[config.mk]
export PLATFORM = sky130hd
export DESIGN_NAME = slave_out_port
export DESIGN_NICKNAME = d
export VERILOG_FILES = /design/src/hdl/serial_bus_pkg.sv /design/src/hdl/slave_out_port.sv
export SDC_FILE = /design/constraint.sdc
export NUM_CORES = 1
export LEC_CHECK = 0
export ABC_AREA = 1
export ABC_CLOCK_PERIOD_IN_PS = 1050
export BUFFER_PORTS_ARGS = -buffer_cell sky130_fd_sc_hd__clkbuf_2
export CAP_MARGIN = 20
export CORE_MARGIN = 1.5
export CORE_UTILIZATION = 44
export CTS_BUF_LIST = sky130_fd_sc_hd__clkbuf_8 sky130_fd_sc_hd__clkbuf_16
export CTS_CLUSTER_DIAMETER = 200
export DETAILED_ROUTE_END_ITERATION = 6
export PLACE_DENSITY = 0.71
export SLEW_MARGIN = 20
export SYNTH_ARGS = -nofsm -noshare
export SYNTH_HDL_FRONTEND = slang
export SYNTH_SLANG_ARGS = --single-unit
[constraint.sdc]
create_clock -name clk -period 1.05 [get_ports clk]
set_input_delay 0.21 -clock clk [delete_from_list [all_inputs] [get_ports clk]]
set_output_delay 0.21 -clock clk [all_outputs]
set_load 0.02 [all_outputs]
[src/hdl/serial_bus_pkg.sv]
// Serial bus slave shared definitions.
// Holds the bus widths, the memory depth, the opcode and state encodings,
// and the packed structs passed between the receiver, memory and transmitter.

`default_nettype none

package serial_bus_pkg;

	localparam int ADDR_W    = 12;
	localparam int DATA_W    = 8;
	localparam int BURST_W   = 4;
	localparam int MEM_DEPTH = 1 << ADDR_W;

	// A single bit is enough, since a burst is either all reads or all writes.
	typedef enum logic
	{
		OP_READ  = 1'b0,
		OP_WRITE = 1'b1
	} bus_op_e;

	typedef enum logic [2:0]
	{
		RX_IDLE      = 3'd0,
		RX_ADDR      = 3'd1,
		RX_ISSUE     = 3'd2,
		RX_WAIT_BEAT = 3'd3,
		RX_DATA      = 3'd4,
		RX_WAIT_OUT  = 3'd5
	} rx_state_e;

	typedef enum logic
	{
		TX_IDLE  = 1'b0,
		TX_SHIFT = 1'b1
	} tx_state_e;

	// One memory access from the receiver.
	typedef struct packed
	{
		bus_op_e             op;
		logic [ADDR_W-1:0]   addr;
		logic [DATA_W-1:0]   data;
	} mem_req_t;

	// One read byte, with a flag on the final beat of the burst.
	typedef struct packed
	{
		logic [DATA_W-1:0]   data;
		logic                last;
	} rd_beat_t;

endpackage

`default_nettype wire
[src/hdl/slave_out_port.sv]
// Serial bus slave transmitter.
// Loads each read byte into a shift register and sends it LSB first over
// eight cycles, framed by tx_valid and with tx_last on the final bit of a
// burst. Reports busy back to the receiver while a byte is in flight.

`timescale 1ns/1ns
`default_nettype none

module slave_out_port
	import serial_bus_pkg::*;
(
	input  logic     clk,
	input  logic     reset,
	input  rd_beat_t rd_beat,
	input  logic     beat_valid,
	output logic     tx_data,
	output logic     tx_valid,
	output logic     tx_last,
	output logic     out_busy
);

	tx_state_e         state;
	logic [2:0]        bit_cnt;
	logic [DATA_W-1:0] shift_q;
	logic              last_q;
	logic              final_bit;

	assign final_bit = (bit_cnt == 3'(DATA_W - 1));

	assign tx_valid = (state == TX_SHIFT);
	assign tx_data  = tx_valid && shift_q[0];
	assign tx_last  = tx_valid && last_q && final_bit;

	// Busy starts on the load cycle so the receiver never issues into it.
	assign out_busy = beat_valid || (state == TX_SHIFT);

	always_ff @(posedge clk or posedge reset)
	begin
		if (reset)
		begin
			state   <= TX_IDLE;
			bit_cnt <= '0;
			last_q  <= 1'b0;
		end
		else
		begin
			case (state)
				TX_IDLE:
				begin
					if (beat_valid)
					begin
						bit_cnt <= '0;
						last_q  <= rd_beat.last;
						state   <= TX_SHIFT;
					end
				end
				TX_SHIFT:
				begin
					bit_cnt <= bit_cnt + 3'd1;
					if (final_bit)
						state <= TX_IDLE;
				end
				default:
				begin
					state <= TX_IDLE;
				end
			endcase
		end
	end

	// Byte shifter.
	always_ff @(posedge clk)
	begin
		if ((state == TX_IDLE) && beat_valid)
			shift_q <= rd_beat.data;
		else if (state == TX_SHIFT)
			shift_q <= {1'b0, shift_q[DATA_W-1:1]};
	end

endmodule

`default_nettype wire

==> out/results.ini <==
[yosys]
syn_area_per_cell_sq_um = 9.61
ys_warn_count = 0
synth_cells = 63
synth_seq_cells = 13
syn_nets = 77
synthDistinctLibCells = 12
seq_area_frac_synth = 0.603
synth.cell_area_sq_um = 606

[placement]
gp_congestion = 0.748
dp_hpwl_um = 918
io_buffers = 15
pre_cts_ws_ns = -0.129
place_area_sq_um = 816

[die]
io_pins = 16
num_rows = 13
die_area_sq_um = 1610
dieWidth_um = 40.1
initial_core_util = 0.471
core_area_sq_um = 1280
die_height_um = 40.1

[grt]
gr-usage-all-layers = 0.206
met2_usage = 0.310
grt_pass1_vias = 470
grt-ovfl-total = 0
antenna_found_initial = 0
use_met1 = 0.274
grt.busiest_layer = met2
grt_pass1_wl_um = 2060
use_met3 = 0.0500
grt_max_degree = 11

[setup_path]
cp_cell_sequence = ha_2, ha_4, nand2_4, nor2_4, buf_8
path_max_fanout = 2
cp-start-kind = register
endpoint_kind = output port
path_depth = 5
slowest_delay_ns = 0.38
crit_buf_inv = 1
slowest_stage = dfrtp_1
reg2reg_depth = 6
crit_arrival_ns = 1.20
criticalPathCategory = reg -> out
worstPathRequired_ns = 0.84
crit_family = flip-flops

[route]
vias = 538
drc = 0
routed_wl_um = 1420
wl_per_cell_um = 12.7
dr.pass1.iters = 4
drt_iter0_drc = 5
ant_nets = 0
routed_via_density = 4.85

[final_layout]
mostFrequentLayoutCells = nand2_1, clkbuf_2, buf_4, edfxtp_1
num_antenna_cells = 0
num-fill-cells = 81
drive_gt1_frac = 0.510
fin_area_sq_um = 993
area_delta_synth_final_pct = 64.0
final_common_cell = nand2_1
nets = 111

[timing]
max_freq_mhz = 709
rsz0062_at_grt = yes
fin_crit_ns = 1.41
finalWorstSetupSlack_ns = -0.360
finalHoldViolCount = 0
slew_violations = 0
tightest_slew_ns = 0.206
skew_ns = 0.00159
slew_headroom = 0.862
finalCritPeriodShare = 1.34
setup_tns_ns = -1.22
setup_viol = 14

[power_and_ir_drop]
ir_worst_vdd_mv = 1.60
p_int_mw = 1.77
sw_frac_of_total = 0.340
leakagePower_nw = 0.503
switching_power_mw = 0.913
power_density_nw_per_um2 = 2700
power_frac_clock = 0.163
fin_total_pwr_mw = 2.68
sequentialPowerShare = 0.373
p_comb_frac = 0.464

[clock_tree]
clock_path_buffers = 2
cts_tree = done
clock-sinks = 13
htreeDepth = 1
worstSkewPairLatency_ns = 0.24
cts_buffers = 3
clk_pin_slew_ns = 0.06
cts_root_buffer = clkbuf_8

[outcome]
violations = setup timing
status = finished with violations

[worst_hold_path]
holdPathStages = 3
hold_path_class = in -> reg

[run]
maxCapViolCount = 0

==> Yosys cell counts <==
master	n	area, sq um
nand3_1	8	40.0
edfxtp_1	8	240
ha_1	2	25.0
clkbuf_8	1	13.8
nand2_1	27	101
nor2_1	3	11.3
inv_1	5	18.8
nand2_2	1	6.26
inv_2	1	3.75
dfrtp_1	5	125
buf_6	1	11.3
o21ai_2	1	8.76
==> through the flow <==
stage | cells | hold slack, ns | utilization
finish | 111 | 0.198 | 0.773
floorplan | 63 | -0.0115 | -
CTS | 109 | 0.208 | 0.740
global placement | 102 | 0.0970 | 0.635
global route | 111 | 0.210 | 0.773
detailed placement | 102 | 0.0961 | 0.635
==> state kept, by name (all words and copies together) (netlist names) <==
register / count
tx_valid: 1
last_q: 1
bit_cnt: 3
shift_q: 8
==> path summary, 6_finish.rpt <==
check | from | to | slack (ns)
max | bit_cnt[0]$_DFFE_PP0P_ | tx_last | -0.36
min | rd_beat[0] | last_q$_DFFE_PP0N_ | 0.20
max reg2reg | bit_cnt[0]$_DFFE_PP0P_ | bit_cnt[0]$_DFFE_PP0P_ | -0.05
min reg2reg | bit_cnt[1]$_DFFE_PP0P_ | bit_cnt[1]$_DFFE_PP0P_ | 0.49
max in group asynchronous | reset | tx_valid$_DFF_PP0_ | 0.43
min in group asynchronous | reset | bit_cnt[0]$_DFFE_PP0P_ | 0.43
==> layout make-up <==
class                           instances  area [sq um]  share of cell area
Clock buffer                            3          41.3              0.0416
Sequential cell                        13           367               0.369
Tap cell                               15          18.8              0.0189
Multi-Input combinational cell         42           272               0.273
Inverter                                6          30.0              0.0302
Clock inverter                          1          3.75             0.00378
Timing Repair Buffer                   31           262               0.263
==> repair_timing <==
| item | 4_1_cts | 5_1_grt |
|---|---|---|
| gates resized for setup | 16 | 11 |
| cloned | 0 | 0 |
| endpoints found under the hold margin | 5 | 0 |
| pin swaps | 3 | 7 |
| hold buffers | 1 | 0 |
| endpoints found under the setup margin | 12 | 19 |
| setup buffers | 3 | 4 |
==> layer usage <==
metal	share of wire	up-vias
met5	0	-
met4	0.011	0
met3	0.028	4
met2	0.51	11
met1	0.45	255
li1	-	268
==> cells by family (layout without fill, tap and decap cells) <==
| group | Yosys count | in the layout | synth area share |
|---|---|---|---|
| buf+inv | 8 | 41 | 0.0785 |
| fa+ha+maj | 2 | 2 | 0.0413 |
| flops | 13 | 13 | 0.603 |
| simple gates | 39 | 39 | 0.262 |
| compound gates | 1 | 1 | 0.0145 |
==> power by group through the flow <==
stage,logic (mW),registers (mW),clock network (mW)
after floorplan,0.507,0.975,0
after global placement,0.881,0.964,0
after detailed placement,0.929,0.971,0
after CTS,1.12,0.995,0.439
after global routing,1.37,1.03,0.467
final,1.25,1.00,0.438
==> worst reg2reg max path, stage by stage, from the launching register on <==
cell and delay [ns]:
dfrtp_1 0.38, buf_4 0.14, buf_4 0.12, buf_4 0.12, buf_4 0.13, nand2_1 0.06
nand2_1 0.05
Note: power is estimated with default switching activity, not from simulation.
