File: src/hdl/serial_bus_pkg.sv
// Serial bus slave shared definitions.
// Holds the bus widths, the memory depth, the opcode and state encodings,
// and the packed structs passed between the receiver, memory and transmitter.

`default_nettype none

package serial_bus_pkg;

	localparam int ADDR_W    = 12;
	localparam int DATA_W    = 8;
	localparam int BURST_W   = 4;
	localparam int MEM_DEPTH = 1 << ADDR_W;

	// A single bit is enough, since a burst is either all reads or all writes.
	typedef enum logic
	{
		OP_READ  = 1'b0,
		OP_WRITE = 1'b1
	} bus_op_e;

	typedef enum logic [2:0]
	{
		RX_IDLE      = 3'd0,
		RX_ADDR      = 3'd1,
		RX_ISSUE     = 3'd2,
		RX_WAIT_BEAT = 3'd3,
		RX_DATA      = 3'd4,
		RX_WAIT_OUT  = 3'd5
	} rx_state_e;

	typedef enum logic
	{
		TX_IDLE  = 1'b0,
		TX_SHIFT = 1'b1
	} tx_state_e;

	// One memory access from the receiver.
	typedef struct packed
	{
		bus_op_e             op;
		logic [ADDR_W-1:0]   addr;
		logic [DATA_W-1:0]   data;
	} mem_req_t;

	// One read byte, with a flag on the final beat of the burst.
	typedef struct packed
	{
		logic [DATA_W-1:0]   data;
		logic                last;
	} rd_beat_t;

endpackage

`default_nettype wire
File: src/hdl/slave_in_port.sv
// Serial bus slave receiver.
// Deserializes the request address and write data, keeps the burst beat
// count and the incrementing address, and issues one memory request per beat.
// Read requests are paced on the transmitter busy flag.

`timescale 1ns/1ns
`default_nettype none

module slave_in_port
	import serial_bus_pkg::*;
(
	input  logic               clk,
	input  logic               reset,
	input  logic               master_valid,
	input  logic               read_en,
	input  logic               write_en,
	input  logic [BURST_W-1:0] burst,
	input  logic               rx_address,
	input  logic               rx_data,
	input  logic               out_busy,
	output logic               slave_ready,
	output mem_req_t           mem_req,
	output logic               req_valid,
	output logic               req_last
);

	rx_state_e          state;
	logic [3:0]         bit_cnt;
	logic [BURST_W-1:0] beat_cnt;
	bus_op_e            op_q;
	logic [ADDR_W-1:0]  addr_q;
	logic [DATA_W-1:0]  data_q;
	logic               start;
	logic               beat_start;
	logic               issue;

	// The master may only start something while we are idle or between write beats.
	assign slave_ready = (state == RX_IDLE) || (state == RX_WAIT_BEAT);

	// A request with both or neither enables set is dropped.
	assign start = master_valid && (state == RX_IDLE) && (read_en != write_en);

	// Each further write beat is opened by its own handshake.
	assign beat_start = master_valid && (state == RX_WAIT_BEAT) && write_en && !read_en;

	// Reads after the first one go out as soon as the transmitter is free.
	assign issue = (state == RX_ISSUE) || ((state == RX_WAIT_OUT) && !out_busy);

	assign req_valid = issue;
	assign req_last  = (op_q == OP_READ) && (beat_cnt == '0);
	assign mem_req   = '{op: op_q, addr: addr_q, data: data_q};

	always_ff @(posedge clk or posedge reset)
	begin
		if (reset)
		begin
			state    <= RX_IDLE;
			bit_cnt  <= '0;
			beat_cnt <= '0;
			op_q     <= OP_READ;
		end
		else
		begin
			case (state)
				RX_IDLE:
				begin
					if (start)
					begin
						op_q     <= write_en ? OP_WRITE : OP_READ;
						beat_cnt <= burst;
						bit_cnt  <= 4'd1;
						state    <= RX_ADDR;
					end
				end
				RX_ADDR:
				begin
					if (bit_cnt == 4'(ADDR_W - 1))
					begin
						bit_cnt <= '0;
						state   <= RX_ISSUE;
					end
					else
					begin
						bit_cnt <= bit_cnt + 4'd1;
					end
				end
				RX_ISSUE:
				begin
					if (beat_cnt == '0)
					begin
						state <= RX_IDLE;
					end
					else
					begin
						beat_cnt <= beat_cnt - 1'b1;
						state    <= (op_q == OP_WRITE) ? RX_WAIT_BEAT : RX_WAIT_OUT;
					end
				end
				RX_WAIT_BEAT:
				begin
					if (beat_start)
					begin
						bit_cnt <= 4'd1;
						state   <= RX_DATA;
					end
				end
				RX_DATA:
				begin
					if (bit_cnt == 4'(DATA_W - 1))
					begin
						bit_cnt <= '0;
						state   <= RX_ISSUE;
					end
					else
					begin
						bit_cnt <= bit_cnt + 4'd1;
					end
				end
				RX_WAIT_OUT:
				begin
					if (!out_busy)
					begin
						if (beat_cnt == '0)
							state <= RX_IDLE;
						else
							beat_cnt <= beat_cnt - 1'b1;
					end
				end
				default:
				begin
					state <= RX_IDLE;
				end
			endcase
		end
	end

	// Address and data arrive LSB first. Data bits 1 to 7 of the first beat
	// overlap the address phase.
	always_ff @(posedge clk)
	begin
		if (start)
		begin
			addr_q[0] <= rx_address;
			data_q[0] <= rx_data;
		end
		else if (state == RX_ADDR)
		begin
			addr_q[bit_cnt] <= rx_address;
			if ((op_q == OP_WRITE) && (bit_cnt < 4'(DATA_W)))
				data_q[bit_cnt[2:0]] <= rx_data;
		end
		else if (beat_start)
		begin
			data_q[0] <= rx_data;
		end
		else if (state == RX_DATA)
		begin
			data_q[bit_cnt[2:0]] <= rx_data;
		end
		else if (issue)
		begin
			// Wraps from the top of memory back to zero.
			addr_q <= addr_q + 1'b1;
		end
	end

endmodule

`default_nettype wire

File: config.mk
export PLATFORM = sky130hd
export DESIGN_NAME = slave_in_port
export DESIGN_NICKNAME = d
export VERILOG_FILES = /design/src/hdl/serial_bus_pkg.sv /design/src/hdl/slave_in_port.sv
export SDC_FILE = /design/constraint.sdc
export NUM_CORES = 1
export LEC_CHECK = 0
export ABC_AREA = 1
export BUFFER_PORTS_ARGS = -buffer_cell sky130_fd_sc_hd__buf_2
export CAP_MARGIN = 15
export CELL_PAD_IN_SITES_DETAIL_PLACEMENT = 0
export CELL_PAD_IN_SITES_GLOBAL_PLACEMENT = 1
export CORE_UTILIZATION = 41
export DETAILED_ROUTE_END_ITERATION = 10
export PLACE_DENSITY = 0.76
export SLEW_MARGIN = 20
export SYNTH_ARGS = -nofsm -noshare
export SYNTH_HDL_FRONTEND = slang
export SYNTH_SLANG_ARGS = --single-unit
File: constraint.sdc
create_clock -name clk -period 1.6 [get_ports clk]
set_input_delay 0.08 -clock clk [delete_from_list [all_inputs] [get_ports clk]]
set_output_delay 0.08 -clock clk [all_outputs]
set_load 0.02 [all_outputs]
==> metrics list <==
- Half-perimeter wire length after placement: roughly 4.4 mm
* Number of distinct library cells after synthesis: 27
- Once routing completed, OpenROAD measured the worst setup slack at 0.0834 ns.
* Post-Synthesis Net Count: 343
- After detailed routing, the average wire length per cell comes to 12.0 um.
* Critical-path top delay cell: dfrtp_1
* Leak pwr: 1.53 nW
- Fraction of layout instances using a drive strength above 1: 25.8%
* Top Usage Layer GRT: met2
- Cell at the root of the clock tree: clkbuf_8
* Met2 usage: 33.4%
- Cell count after synthesis: 325
* Number of antenna violations at the first check in global routing: 0
- At the end of routability-driven placement, the weighted congestion stood at 0.856.
- Largest delay contributor family on the critical path: flip-flops
* Synthesized cell area: 0.00228 sq mm
- Sequential cells account for 26.9% of the total power.
- Area enclosed by the die boundary: 0.00588 sq mm
- Number of antenna diodes: 0
* CTS tree: done
- Input and output buffers added on the ports amount to 35.
- For the worst setup path, the data arrival time is 1.44 ns.
* Int Pwr: between 3 and 4 mW
* Worst setup startpoint: beat_cnt[1]
* Number of cell rows: 26
- Top achievable clock speed: 659 MHz
* Via density per instance: 4.80
- By startpoint and endpoint, the worst setup path is classified as register to output pin.
- Summing all flip-flop and latch instances after layout gives 905 sq um.
- The clock reaches the later pin of the worst-skew pair after 0.29 ns.
* Die outline height: 76.7 um
- In the layout the commonest cells are nand2_1, inv_1, buf_2.
* Met3 track utilization from global routing: around 3.7%
- Worst R2R Setup Slack: 0.12 ns
- PnR Total Power: 6.28 mW
* Net switching share of the total power: 48.0%
- Post-synth ARST share: 37.5%
- Number of buffers created by CTS: 5
- The critical path runs through a total of 6 cells.
* Area of the multi-input gates: 0.00115 sq mm
- The average instance in the mapped netlist occupies 7.03 sq um.
* X dimension of the die: 76.7 um
- Switching Power: 3.01 mW
- Worst setup endpoint: req_last
* R2r worst-path depth: 5
- Max cap viols: 0
* Post-DP Area: 0.00268 sq mm
* Relative contribution of the clock network to total power: 11.5%
- The routed layout has 2212 vias.
- Maximum buffer depth of the clock tree: 2
* Vias in the first global route: slightly above 2000
- Type of origin of the critical path: register
* Max IR drop VDD: 1.05 mV
* Setup Viol. Count Final: 0
* Maximum cell stage delay along the critical path: roughly 0.41 ns
* Initial detailed-routing violation count: 94
- First-pass GRT wire length: 9.42 mm
* Final hold violation count: 0
* Register bit total from synthesis: 32
- Counting stages on the worst path, the most repeated cell is buf_4.
- Count of yosys warnings during synthesis: 0
* Worst hold path type: input pin to register
* Synth Flop Type: edfxtp_1
* Startpoint of the worst-slack reg-to-reg timing path: state[2]
* Peak fanout along the critical path: 3
- Finished Cell Area: 0.00287 sq mm
* Worst setup EP type: output pin
- Slew at the pin closest to its max-slew limit: 0.521 ns
- H-tree Lvls: 2
* Status: finished clean
- Once detail routing completed, the nets flagged for antenna violations numbered 0.
- For this configuration, the core starts out at a cell density of 43.6%.
- The max-slew violation count came to 0.
* Number of buffers and inverters on the critical path: 3
- Core Area: 0.00524 sq mm
* Residual DRC count: 0
- The final layout contains routed wiring with a total length of 5.53 mm.
- The endpoint identified for the worst register-to-register timing path is data_q[1].
- Global routing consumed, on the met1 layer, a little over a quarter of the routing resources.
* Fill count: 550
* Number of iterations in the first detailed-routing pass: 4
* Growth of design area from synthesis to finish: 25.5%
- Data on the critical path is required at its endpoint by 1.52 ns.
- Proportion of synthesized chip area in sequential cells: 39.4%
* Combinational share of power: 61.5%
* Number of enable-type register cells in the synthesized netlist: 20
- Leaving out fill and tap cells, the most frequent cell in the layout is nand2_1.
* Portion of the clock cycle consumed by the worst path in the final layout: ~95%
* Final net count: roughly 410
* Clock period minus worst slack: 1.52 ns
- After global routing the overflow that remains totals 0.
* Power per standard cell area: 2190 mW/mm^2
- Clock transition time at the flip-flop clock pins of the worst setup and hold paths: 0.08 ns
- OpenSTA, run right after detailed placement, puts the worst setup slack at -0.0260 ns.
* Largest net degree at the start of global routing: 19
* CP cell instances: inv_1 -> ha_2 -> nand3_2 -> buf_4 -> nor2_1 -> buf_4
- TritonCTS sink count: 32
- Global routing consumed, over all layers together, about a fifth of the routing resources.
* Layout Skew: 0.0107 ns
* IO Pins: 36
* Relative max-transition margin: 65.2%
-- registers in the layout, summed over array words and instances, names as in the netlist --
signal / count
op_q: 1
bit_cnt: 4
state: 3
beat_cnt: 4
data_q: 8
addr_q: 12
-- power groups by stage --
stage | combinational (mW) | clock, mW | sequential (mW)
floorplan | 2.40 | 0 | 1.87
global placement | 3.71 | 0 | 1.70
detailed placement | 3.72 | 0 | 1.70
CTS | 3.73 | 0.741 | 1.69
global route | 4.40 | 0.778 | 1.75
finish | 3.86 | 0.724 | 1.69
-- Yosys cell counts (all sizes together), types with 2 or more instances --
cell type / n / share of area, %
inv: 54 / 8.9
nand4: 6 / 1.6
a21oi: 4 / 0.88
edfxtp: 20 / 26
nand2: 111 / 19
nand3: 35 / 9.1
nor3: 4 / 0.88
o21ai: 24 / 5.4
dfrtp: 12 / 13
nor2: 36 / 7.0
o21bai: 2 / 0.66
ha: 6 / 3.3
buf: 7 / 2.5
-- through the flow --
stage | setup TNS [ns] | util, % | cells | hold slack, ns
2_1_floorplan | 0 | - | 325 | -0.0553
3_3_place_gp | 0 | 51.2 | 447 | 0.141
3_5_place_dp | -0.138 | 51.2 | 447 | 0.140
4_1_cts | 0 | 53.5 | 456 | 0.0745
5_1_grt | -0.0154 | 54.7 | 461 | 0.0939
6_report | 0 | 54.7 | 461 | 0.0805
-- metal layers --
layer  up-vias  routed length [um]
met5         -                   0
met1      1008                2650
met2        31                2670
li1       1167                   -
met4         0                  63
met3         6                 142
-- kinds of logic after synthesis --
kind of cell	after synthesis	synth area share (%)
AO/OA/AOI/OAI	33	8.21
adder cells (fa/ha/maj)	6	3.29
buffers and inverters	61	11.4
flip-flops	32	39.4
AND/OR/NAND/NOR	193	37.7
-- worst register-to-register path, stage by stage (launching register included) --
cell     delay [ns]
dfrtp_2        0.47
inv_2          0.12
nand3_4        0.11
o21ai_2        0.17
nand2_1        0.14
nor3_1         0.18
-- worst min-delay path by stage --
stage               startpoint     endpoint  slack [ns]  depth (start not counted)
finish                 rx_data    data_q[7]        0.08                          1
global route           rx_data    data_q[3]        0.09                          1
CTS                    rx_data    data_q[7]        0.07                          1
detailed placement       reset   bit_cnt[0]        0.14                          2
global placement         reset   bit_cnt[0]        0.14                          2
floorplan                reset  beat_cnt[0]       -0.06                          1
-- layout make-up --
cell class                      count  share of cell area (%)
Inverter                           54                    7.07
Clock inverter                      2                   0.436
Clock buffer                        6                    3.27
Sequential cell                    32                    31.6
Tap cell                           70                    3.06
Multi-Input combinational cell    232                    40.0
Timing Repair Buffer               65                    14.6
-- repair_timing --
item                                    4_1_cts  5_1_grt
hold buffers                                  1        0
pin swaps                                     0        0
hold endpoints to repair                     12        0
endpoints found under the setup margin        8       21
setup buffers                                 0        5
gates resized for setup                       1       11
(Power assumes the default switching activity.)
